[config.mk]
export PLATFORM = sky130hd
export DESIGN_NAME = imem_fetch_top
export DESIGN_NICKNAME = d
export VERILOG_FILES = /design/src/common/imem_pkg.sv /design/src/hw/imem_fetch_top.sv /design/src/hw/fetch_unit.sv /design/src/hw/instr_mem.sv /design/src/hw/apb_debug_port.sv
export VERILOG_INCLUDE_DIRS = /design/src /design/src/common
export SDC_FILE = /design/constraint.sdc
export NUM_CORES = 2
export LEC_CHECK = 0
export ABC_AREA = 1
export BUFFER_PORTS_ARGS = -buffer_cell sky130_fd_sc_hd__buf_2
export CAP_MARGIN = 15
export CORE_MARGIN = 3
export CORE_UTILIZATION = 29
export CTS_CLUSTER_SIZE = 8
export DETAILED_ROUTE_END_ITERATION = 12
export PLACE_DENSITY_LB_ADDON = 0.12
export SYNTH_ARGS = -nofsm -noshare
export SYNTH_HDL_FRONTEND = slang
export SYNTH_SLANG_ARGS = --single-unit
export TNS_END_PERCENT = 5
[constraint.sdc]
create_clock -name i_WriteDebug -period 10.55 [get_ports i_WriteDebug]
set_input_delay 2.11 -clock i_WriteDebug [delete_from_list [all_inputs] [get_ports i_WriteDebug]]
set_output_delay 2.11 -clock i_WriteDebug [all_outputs]
set_load 0.005 [all_outputs]
[src/common/imem_cfg.svh]
`ifndef IMEM_CFG_SVH
`define IMEM_CFG_SVH

// instruction word and program memory size
`define IMEM_WIDTH      32
`define IMEM_WORDS      40                      // 160 bytes of program

// fetch stops after delivering this word
`define IMEM_HALT_WORD  {`IMEM_WIDTH{1'b1}}

// apb register byte offsets
`define REG_CTRL        4'h0                    // bit 0 start, bit 1 stop
`define REG_ADDR        4'h4                    // debug byte address
`define REG_DATA        4'h8                    // memory word at addr
`define REG_STATUS      4'hC                    // running, halted, pc

`endif
[src/common/imem_pkg.sv]
`default_nettype none

`include "imem_cfg.svh"

package imem_pkg;

    typedef logic [`IMEM_WIDTH-1:0]          instr_t;
    typedef logic [31:0]                     pc_t;      // byte address
    typedef logic [$clog2(`IMEM_WORDS)-1:0]  mem_idx_t; // word index

    typedef struct packed {
        logic        psel;
        logic        penable;
        logic        pwrite;
        logic [3:0]  paddr;
        logic [31:0] pwdata;
    } apb_req_t;

    typedef struct packed {
        logic [31:0] prdata;
        logic        pready;
        logic        pslverr;
    } apb_rsp_t;

    typedef struct packed {
        logic     en;
        mem_idx_t idx;
        instr_t   data;
    } mem_wr_t;

    typedef struct packed {
        logic start;                                    // one-cycle pulses
        logic stop;
    } fetch_cmd_t;

    typedef struct packed {
        logic running;
        logic halted;
        pc_t  pc;
    } fetch_stat_t;

    typedef struct packed {
        logic   valid;
        pc_t    pc;
        instr_t instr;
    } fetch_out_t;

    typedef enum logic [1:0] {
        FS_IDLE,
        FS_RUN,
        FS_HALTED
    } fetch_state_e;

endpackage

`default_nettype wire

[src/hw/imem_fetch_top.sv]
`timescale 1ns/1ps
`default_nettype none

`include "imem_cfg.svh"

module imem_fetch_top
(
    input  wire logic               i_WriteDebug,
    input  wire logic               i_reset,
    input  wire imem_pkg::apb_req_t i_apb,
    input  wire logic               i_ready,
    output imem_pkg::apb_rsp_t      o_apb,
    output imem_pkg::fetch_out_t    o_fetch
);
    import imem_pkg::*;

    mem_wr_t     mem_wr;                                // apb store to memory
    mem_idx_t    dbg_idx;
    mem_idx_t    fetch_idx;
    instr_t      dbg_word;
    instr_t      fetch_word;
    fetch_cmd_t  cmd;                                   // start and stop pulses
    fetch_stat_t stat;

    apb_debug_port apb_debug_port_inst
    (
        .i_WriteDebug (i_WriteDebug),
        .i_reset      (i_reset),
        .i_apb        (i_apb),
        .i_dbg_word   (dbg_word),
        .i_stat       (stat),
        .o_apb        (o_apb),
        .o_mem_wr     (mem_wr),
        .o_dbg_idx    (dbg_idx),
        .o_cmd        (cmd)
    );

    instr_mem
    #(
        .WORDS (`IMEM_WORDS)
    )
    instr_mem_inst
    (
        .i_WriteDebug (i_WriteDebug),
        .i_reset      (i_reset),
        .i_wr         (mem_wr),
        .i_fetch_idx  (fetch_idx),
        .i_dbg_idx    (dbg_idx),
        .o_fetch_word (fetch_word),
        .o_dbg_word   (dbg_word)
    );

    fetch_unit fetch_unit_inst
    (
        .i_WriteDebug (i_WriteDebug),
        .i_reset      (i_reset),
        .i_cmd        (cmd),
        .i_word       (fetch_word),
        .i_ready      (i_ready),
        .o_fetch_idx  (fetch_idx),
        .o_fetch      (o_fetch),
        .o_stat       (stat)
    );

endmodule

`default_nettype wire

[src/hw/fetch_unit.sv]
`timescale 1ns/1ps
`default_nettype none

`include "imem_cfg.svh"

module fetch_unit
(
    input  wire logic                 i_WriteDebug,
    input  wire logic                 i_reset,
    input  wire imem_pkg::fetch_cmd_t i_cmd,
    input  wire imem_pkg::instr_t     i_word,
    input  wire logic                 i_ready,
    output imem_pkg::mem_idx_t        o_fetch_idx,
    output imem_pkg::fetch_out_t      o_fetch,
    output imem_pkg::fetch_stat_t     o_stat
);
    import imem_pkg::*;

    localparam pc_t LAST_PC = pc_t'((`IMEM_WORDS - 1) * 4);

    fetch_state_e state_q;
    fetch_state_e state_d;
    pc_t          pc_q;
    pc_t          pc_d;
    logic         beat_done;
    logic         is_halt;

    assign beat_done = (state_q == FS_RUN) && i_ready;  // beat accepted downstream
    assign is_halt   = i_word == `IMEM_HALT_WORD;

    always_comb
    begin
        state_d = state_q;
        pc_d    = pc_q;
        if (i_cmd.stop)
        begin
            state_d = FS_IDLE;                          // drops any pending beat
        end
        else if (i_cmd.start)
        begin
            state_d = FS_RUN;
            pc_d    = '0;
        end
        else if (beat_done)
        begin
            pc_d = (pc_q == LAST_PC) ? '0 : pc_q + pc_t'(4);
            if (is_halt)
            begin
                state_d = FS_HALTED;
            end
        end
    end

    always_ff @(posedge i_WriteDebug)
    begin
        if (i_reset)
        begin
            state_q <= FS_IDLE;
            pc_q    <= '0;
        end
        else
        begin
            state_q <= state_d;
            pc_q    <= pc_d;
        end
    end

    assign o_fetch_idx = mem_idx_t'(pc_q >> 2);         // byte to word address

    assign o_fetch.valid = state_q == FS_RUN;
    assign o_fetch.pc    = pc_q;
    assign o_fetch.instr = i_word;                      // held while pc holds

    assign o_stat.running = state_q == FS_RUN;
    assign o_stat.halted  = state_q == FS_HALTED;
    assign o_stat.pc      = pc_q;

endmodule

`default_nettype wire

[src/hw/instr_mem.sv]
`timescale 1ns/1ps
`default_nettype none

`include "imem_cfg.svh"

module instr_mem
#(
    parameter int WORDS = `IMEM_WORDS
)
(
    input  wire logic               i_WriteDebug,
    input  wire logic               i_reset,
    input  wire imem_pkg::mem_wr_t  i_wr,
    input  wire imem_pkg::mem_idx_t i_fetch_idx,
    input  wire imem_pkg::mem_idx_t i_dbg_idx,
    output imem_pkg::instr_t        o_fetch_word,
    output imem_pkg::instr_t        o_dbg_word
);
    import imem_pkg::*;

    instr_t mem [WORDS];

    // whole array is wiped on reset
    always_ff @(posedge i_WriteDebug)
    begin
        if (i_reset)
        begin
            for (int i = 0; i < WORDS; i++)
            begin
                mem[i] <= '0;
            end
        end
        else if (i_wr.en && int'(i_wr.idx) < WORDS)
        begin
            mem[i_wr.idx] <= i_wr.data;
        end
    end

    // two independent async read ports
    assign o_fetch_word = (int'(i_fetch_idx) < WORDS) ? mem[i_fetch_idx] : '0;
    assign o_dbg_word   = (int'(i_dbg_idx) < WORDS) ? mem[i_dbg_idx] : '0;

endmodule

`default_nettype wire

[src/hw/apb_debug_port.sv]
`timescale 1ns/1ps
`default_nettype none

`include "imem_cfg.svh"

module apb_debug_port
(
    input  wire logic                  i_WriteDebug,
    input  wire logic                  i_reset,
    input  wire imem_pkg::apb_req_t    i_apb,
    input  wire imem_pkg::instr_t      i_dbg_word,
    input  wire imem_pkg::fetch_stat_t i_stat,
    output imem_pkg::apb_rsp_t         o_apb,
    output imem_pkg::mem_wr_t          o_mem_wr,
    output imem_pkg::mem_idx_t         o_dbg_idx,
    output imem_pkg::fetch_cmd_t       o_cmd
);
    import imem_pkg::*;

    localparam pc_t ADDR_LIMIT = pc_t'(`IMEM_WORDS * 4);

    pc_t  addr_q;                                       // debug byte address
    logic access;
    logic wr_access;
    logic sel_ctrl;
    logic sel_addr;
    logic sel_data;
    logic sel_status;
    logic addr_ok;
    logic err;

    assign access     = i_apb.psel && i_apb.penable;    // second cycle of a transfer
    assign wr_access  = access && i_apb.pwrite;
    assign sel_ctrl   = i_apb.paddr == `REG_CTRL;
    assign sel_addr   = i_apb.paddr == `REG_ADDR;
    assign sel_data   = i_apb.paddr == `REG_DATA;
    assign sel_status = i_apb.paddr == `REG_STATUS;
    assign addr_ok    = addr_q < ADDR_LIMIT;

    // refused accesses leave memory and addr alone
    assign err = access && ((sel_data && !addr_ok)
                         || (sel_data && i_apb.pwrite && i_stat.running)
                         || (sel_status && i_apb.pwrite));

    always_ff @(posedge i_WriteDebug)
    begin
        if (i_reset)
        begin
            addr_q <= '0;
        end
        else if (wr_access && !err)
        begin
            if (sel_addr)
            begin
                addr_q <= i_apb.pwdata;
            end
            else if (sel_data)
            begin
                addr_q <= addr_q + pc_t'(4);            // auto-increment after a store
            end
        end
    end

    assign o_dbg_idx = mem_idx_t'(addr_q >> 2);

    assign o_mem_wr.en   = wr_access && sel_data && !err;
    assign o_mem_wr.idx  = o_dbg_idx;
    assign o_mem_wr.data = i_apb.pwdata;

    assign o_cmd.start = wr_access && sel_ctrl && i_apb.pwdata[0];
    assign o_cmd.stop  = wr_access && sel_ctrl && i_apb.pwdata[1];

    always_comb
    begin
        o_apb.prdata = '0;
        if (access && !i_apb.pwrite && !err)
        begin
            case (i_apb.paddr)
                `REG_ADDR:   o_apb.prdata = addr_q;
                `REG_DATA:   o_apb.prdata = i_dbg_word;
                `REG_STATUS: o_apb.prdata = {i_stat.pc[23:0], 6'b0,
                                             i_stat.halted, i_stat.running};
                default:     o_apb.prdata = '0;    // ctrl reads as zero
            endcase
        end
    end

    assign o_apb.pready  = 1'b1;                        // no wait states
    assign o_apb.pslverr = err;

endmodule

`default_nettype wire

==> impl_metrics.ini <==
[synthesis]
synth_edf_count = 2048
synth_cell_type_count = 48
synth_common_cells = nor2_1, nand2_1, edfxtp_1
yosysTopAreaCell = edfxtp_1
yosys_most_used_dff = edfxtp_1
synth-async-reset-ratio_pct = 0
synth-simple-area-share_pct = 27.0
synth_compound_area_share_pct = 11.1
synth_area_um2 = 111000
synth_top_area_share_pct = 55.4
synthAdderAreaFrac_pct = 0.0226
ys_ff_latch = 2124
synth-xor-area-share_pct = 0.103
netlist_top_cells_area = edfxtp_1, nor2_1, nand3_1
yosysWarnings = 0
yosysSeqAreaShare_pct = 56.8
yosysMostFrequentCell = nor2_1
avgSynthCellArea_um2 = 8.61
synth.area.mux_share_pct = 0
synth_top_family_by_area = simple AND/OR/NAND/NOR gates
synth_cells = 12900

[pwr]
power_density_nw_per_um2 = 160
vdd_drop_max_mv = 0.116
power.leakage_nw = 47.9

[timing]
slew_headroom_pct = 14.7
fin_crit_sh_pct = 78.2
max_freq_mhz = 121
setup_viol = 0
min_period_ps = 8250
finalMaxSlewViolations = 0
hold_violations = 0
skew_ps = 44.4
grt_setup_unrepaired = no
setup_tns_ps = 0
worstMarginPinSlew_ps = 1270

[clocking]
cts-root-buf = clkbuf_16
cts-hold-fix-buffers = 0
ctsResizeCount = 0
htree_levels = 5
numClockSinks = 2124
insertion_delay_ps = 930
numCtsBuffers = 307
cts.path.max_buffers = 4
cts_tree = done
cts_setup_buffers = 0
path_clk_slew_ps = 60

[die]
ioPinCount = 141
row_count = 226
chipWidth_um = 625
fp.dieArea_um2 = 390000
core_region_area_um2 = 380000
chipHeight_um = 625
start_util_pct = 29.2

[route]
avgViaCountPerCell = 5.44
first_pass_iters = 6
drtIter0Drc = 11600
avgRoutedWirePerCell_um = 27.9
num_vias = 99500
drtAntennaViolNets = 0
route.detailed.drc = 0
drt-total-wl_um = 510000

[global_route]
grt_pass1_wl_um = 717000
grt_pass1_vias = 94400
track_usage_pct = 25.3
grt_max_degree = 156
antenna_found_initial = 39
grt_overflow_total = 0

[status]
status = completed

[critical_path]
startpoint_type = flip-flop
endpoint_kind = output pin
timing.critical_path.required_ps = 8440
path_class = flip-flop to output pin
path_max_fanout = 108
arrival_ps = 6140

[min_path]
worstHoldPathType = flip-flop to flip-flop

[place]
port_buffers = 137
place.detailed.hpwl_um = 273000
place_congestion = 0.834

[layout]
area_delta_synth_final_pct = 14.6
nets = 13200
drive_above_1_share_pct = 6.70
final_util_pct = 33.4

[run]
maxCapViolations = 0
## kinds of logic (layout without fill, tap and decap cells)
| group | Yosys count | after routing |
|---|---|---|
| and+or+nand+nor | 7193 | 7193 |
| AOI/OAI and AO/OA | 2228 | 2228 |
| other | 2 | 787 |
| DFF | 2124 | 2124 |
| adders and majority gates | 2 | 2 |
| xor gates and xnor gates | 13 | 13 |
| buffers and inverters | 1324 | 931 |
## critical path: stages, from the launching register on
cell,delay (ps)
dfxtp_4,460
inv_8,620
buf_12,420
buf_4,570
o21ai_0,150
o22ai_1,240
o21ai_0,120
o21ai_0,190
o21ai_0,320
o22ai_1,1000
nand2_1,370
a31oi_1,310
buf_2,160
## power by group
part           internal [W]  total, W  switching (W)
registers           0.00969   0.00990       0.000203
clock network       0.00543   0.00929        0.00386
logic              0.000277   0.00119       0.000913
total                0.0154    0.0204        0.00498
## final timing paths
path / start / slack, ps / cells after the start / endpoint
max: flip-flop / 2300 / 12 / o_apb[20]
min reg2reg: apb_debug_port_inst.addr_q[0]$_SDFFE_PP0P_ / 450 / 2 / apb_debug_port_inst.addr_q[0]$_SDFFE_PP0P_
min: apb_debug_port_inst.addr_q[0]$_SDFFE_PP0P_ / 450 / 2 / apb_debug_port_inst.addr_q[0]$_SDFFE_PP0P_
max reg2reg: flip-flop / 4720 / 18 / fetch_unit_inst.state_q[0]$_SDFFE_PP0P_
## cells in the final DEF, fill, tap and decap left out, drive strengths merged, types with 2 or more instances in the layout
cell / n
o32ai: 3
ha: 2
a32oi: 2
a21oi: 125
nor3: 28
buf: 397
o211a: 2
o31ai: 6
or2: 15
a31oi: 26
nor2: 2648
clkbuf: 381
dfxtp: 76
o221ai: 85
inv: 124
o21ai: 1395
nand2: 2537
o211ai: 39
edfxtp: 2048
o22ai: 527
o221a: 2
nand3: 1916
clkinv: 28
xor2: 12
o21a: 5
diode: 16
conb: 771
nor4: 15
a211oi: 6
a22oi: 5
nand4: 30
## per-layer routing
metal  vias to the layer above  wire length, um  global-route usage (%)
li1                      44600                -                       -
met1                     49100           219000                    34.8
met2                      4809           224000                    39.1
met3                       956            47200                    5.38
met4                        12            20000                    9.41
met5                         -               81                       0
## cell type report
class / count / area [um^2]
antenna: 16 / 40.0
timing repair buffer: 397 / 3060
sequential: 2124 / 63100
inverter: 135 / 578
clock inverter: 18 / 235
tap: 5016 / 6280
fill: 39700 / 253000
multi-input combinational: 10200 / 45600
clock buffer: 381 / 8240
## metrics by stage
stage | hold slack, ps | instances | setup slack, ps | area, um^2 | power [W]
floorplan | 424 | 13700 | 4880 | 114000 | 0.0106
global placement | 438 | 17900 | 3260 | 119000 | 0.0112
detailed placement | 445 | 17900 | 3170 | 119000 | 0.0112
CTS | 453 | 18300 | 2610 | 127000 | 0.0205
global route | 483 | 18300 | 2200 | 127000 | 0.0210
finish | 448 | 18300 | 2300 | 127000 | 0.0204
## registers in the layout, indices dropped and copies added, names as in the netlist, named ones only
signal	flops
apb_debug_port_inst.addr_q	32
fetch_unit_inst.pc_q	30
fetch_unit_inst.state_q	2
instr_mem_inst.mem	2048
(Power assumes the default switching activity.)
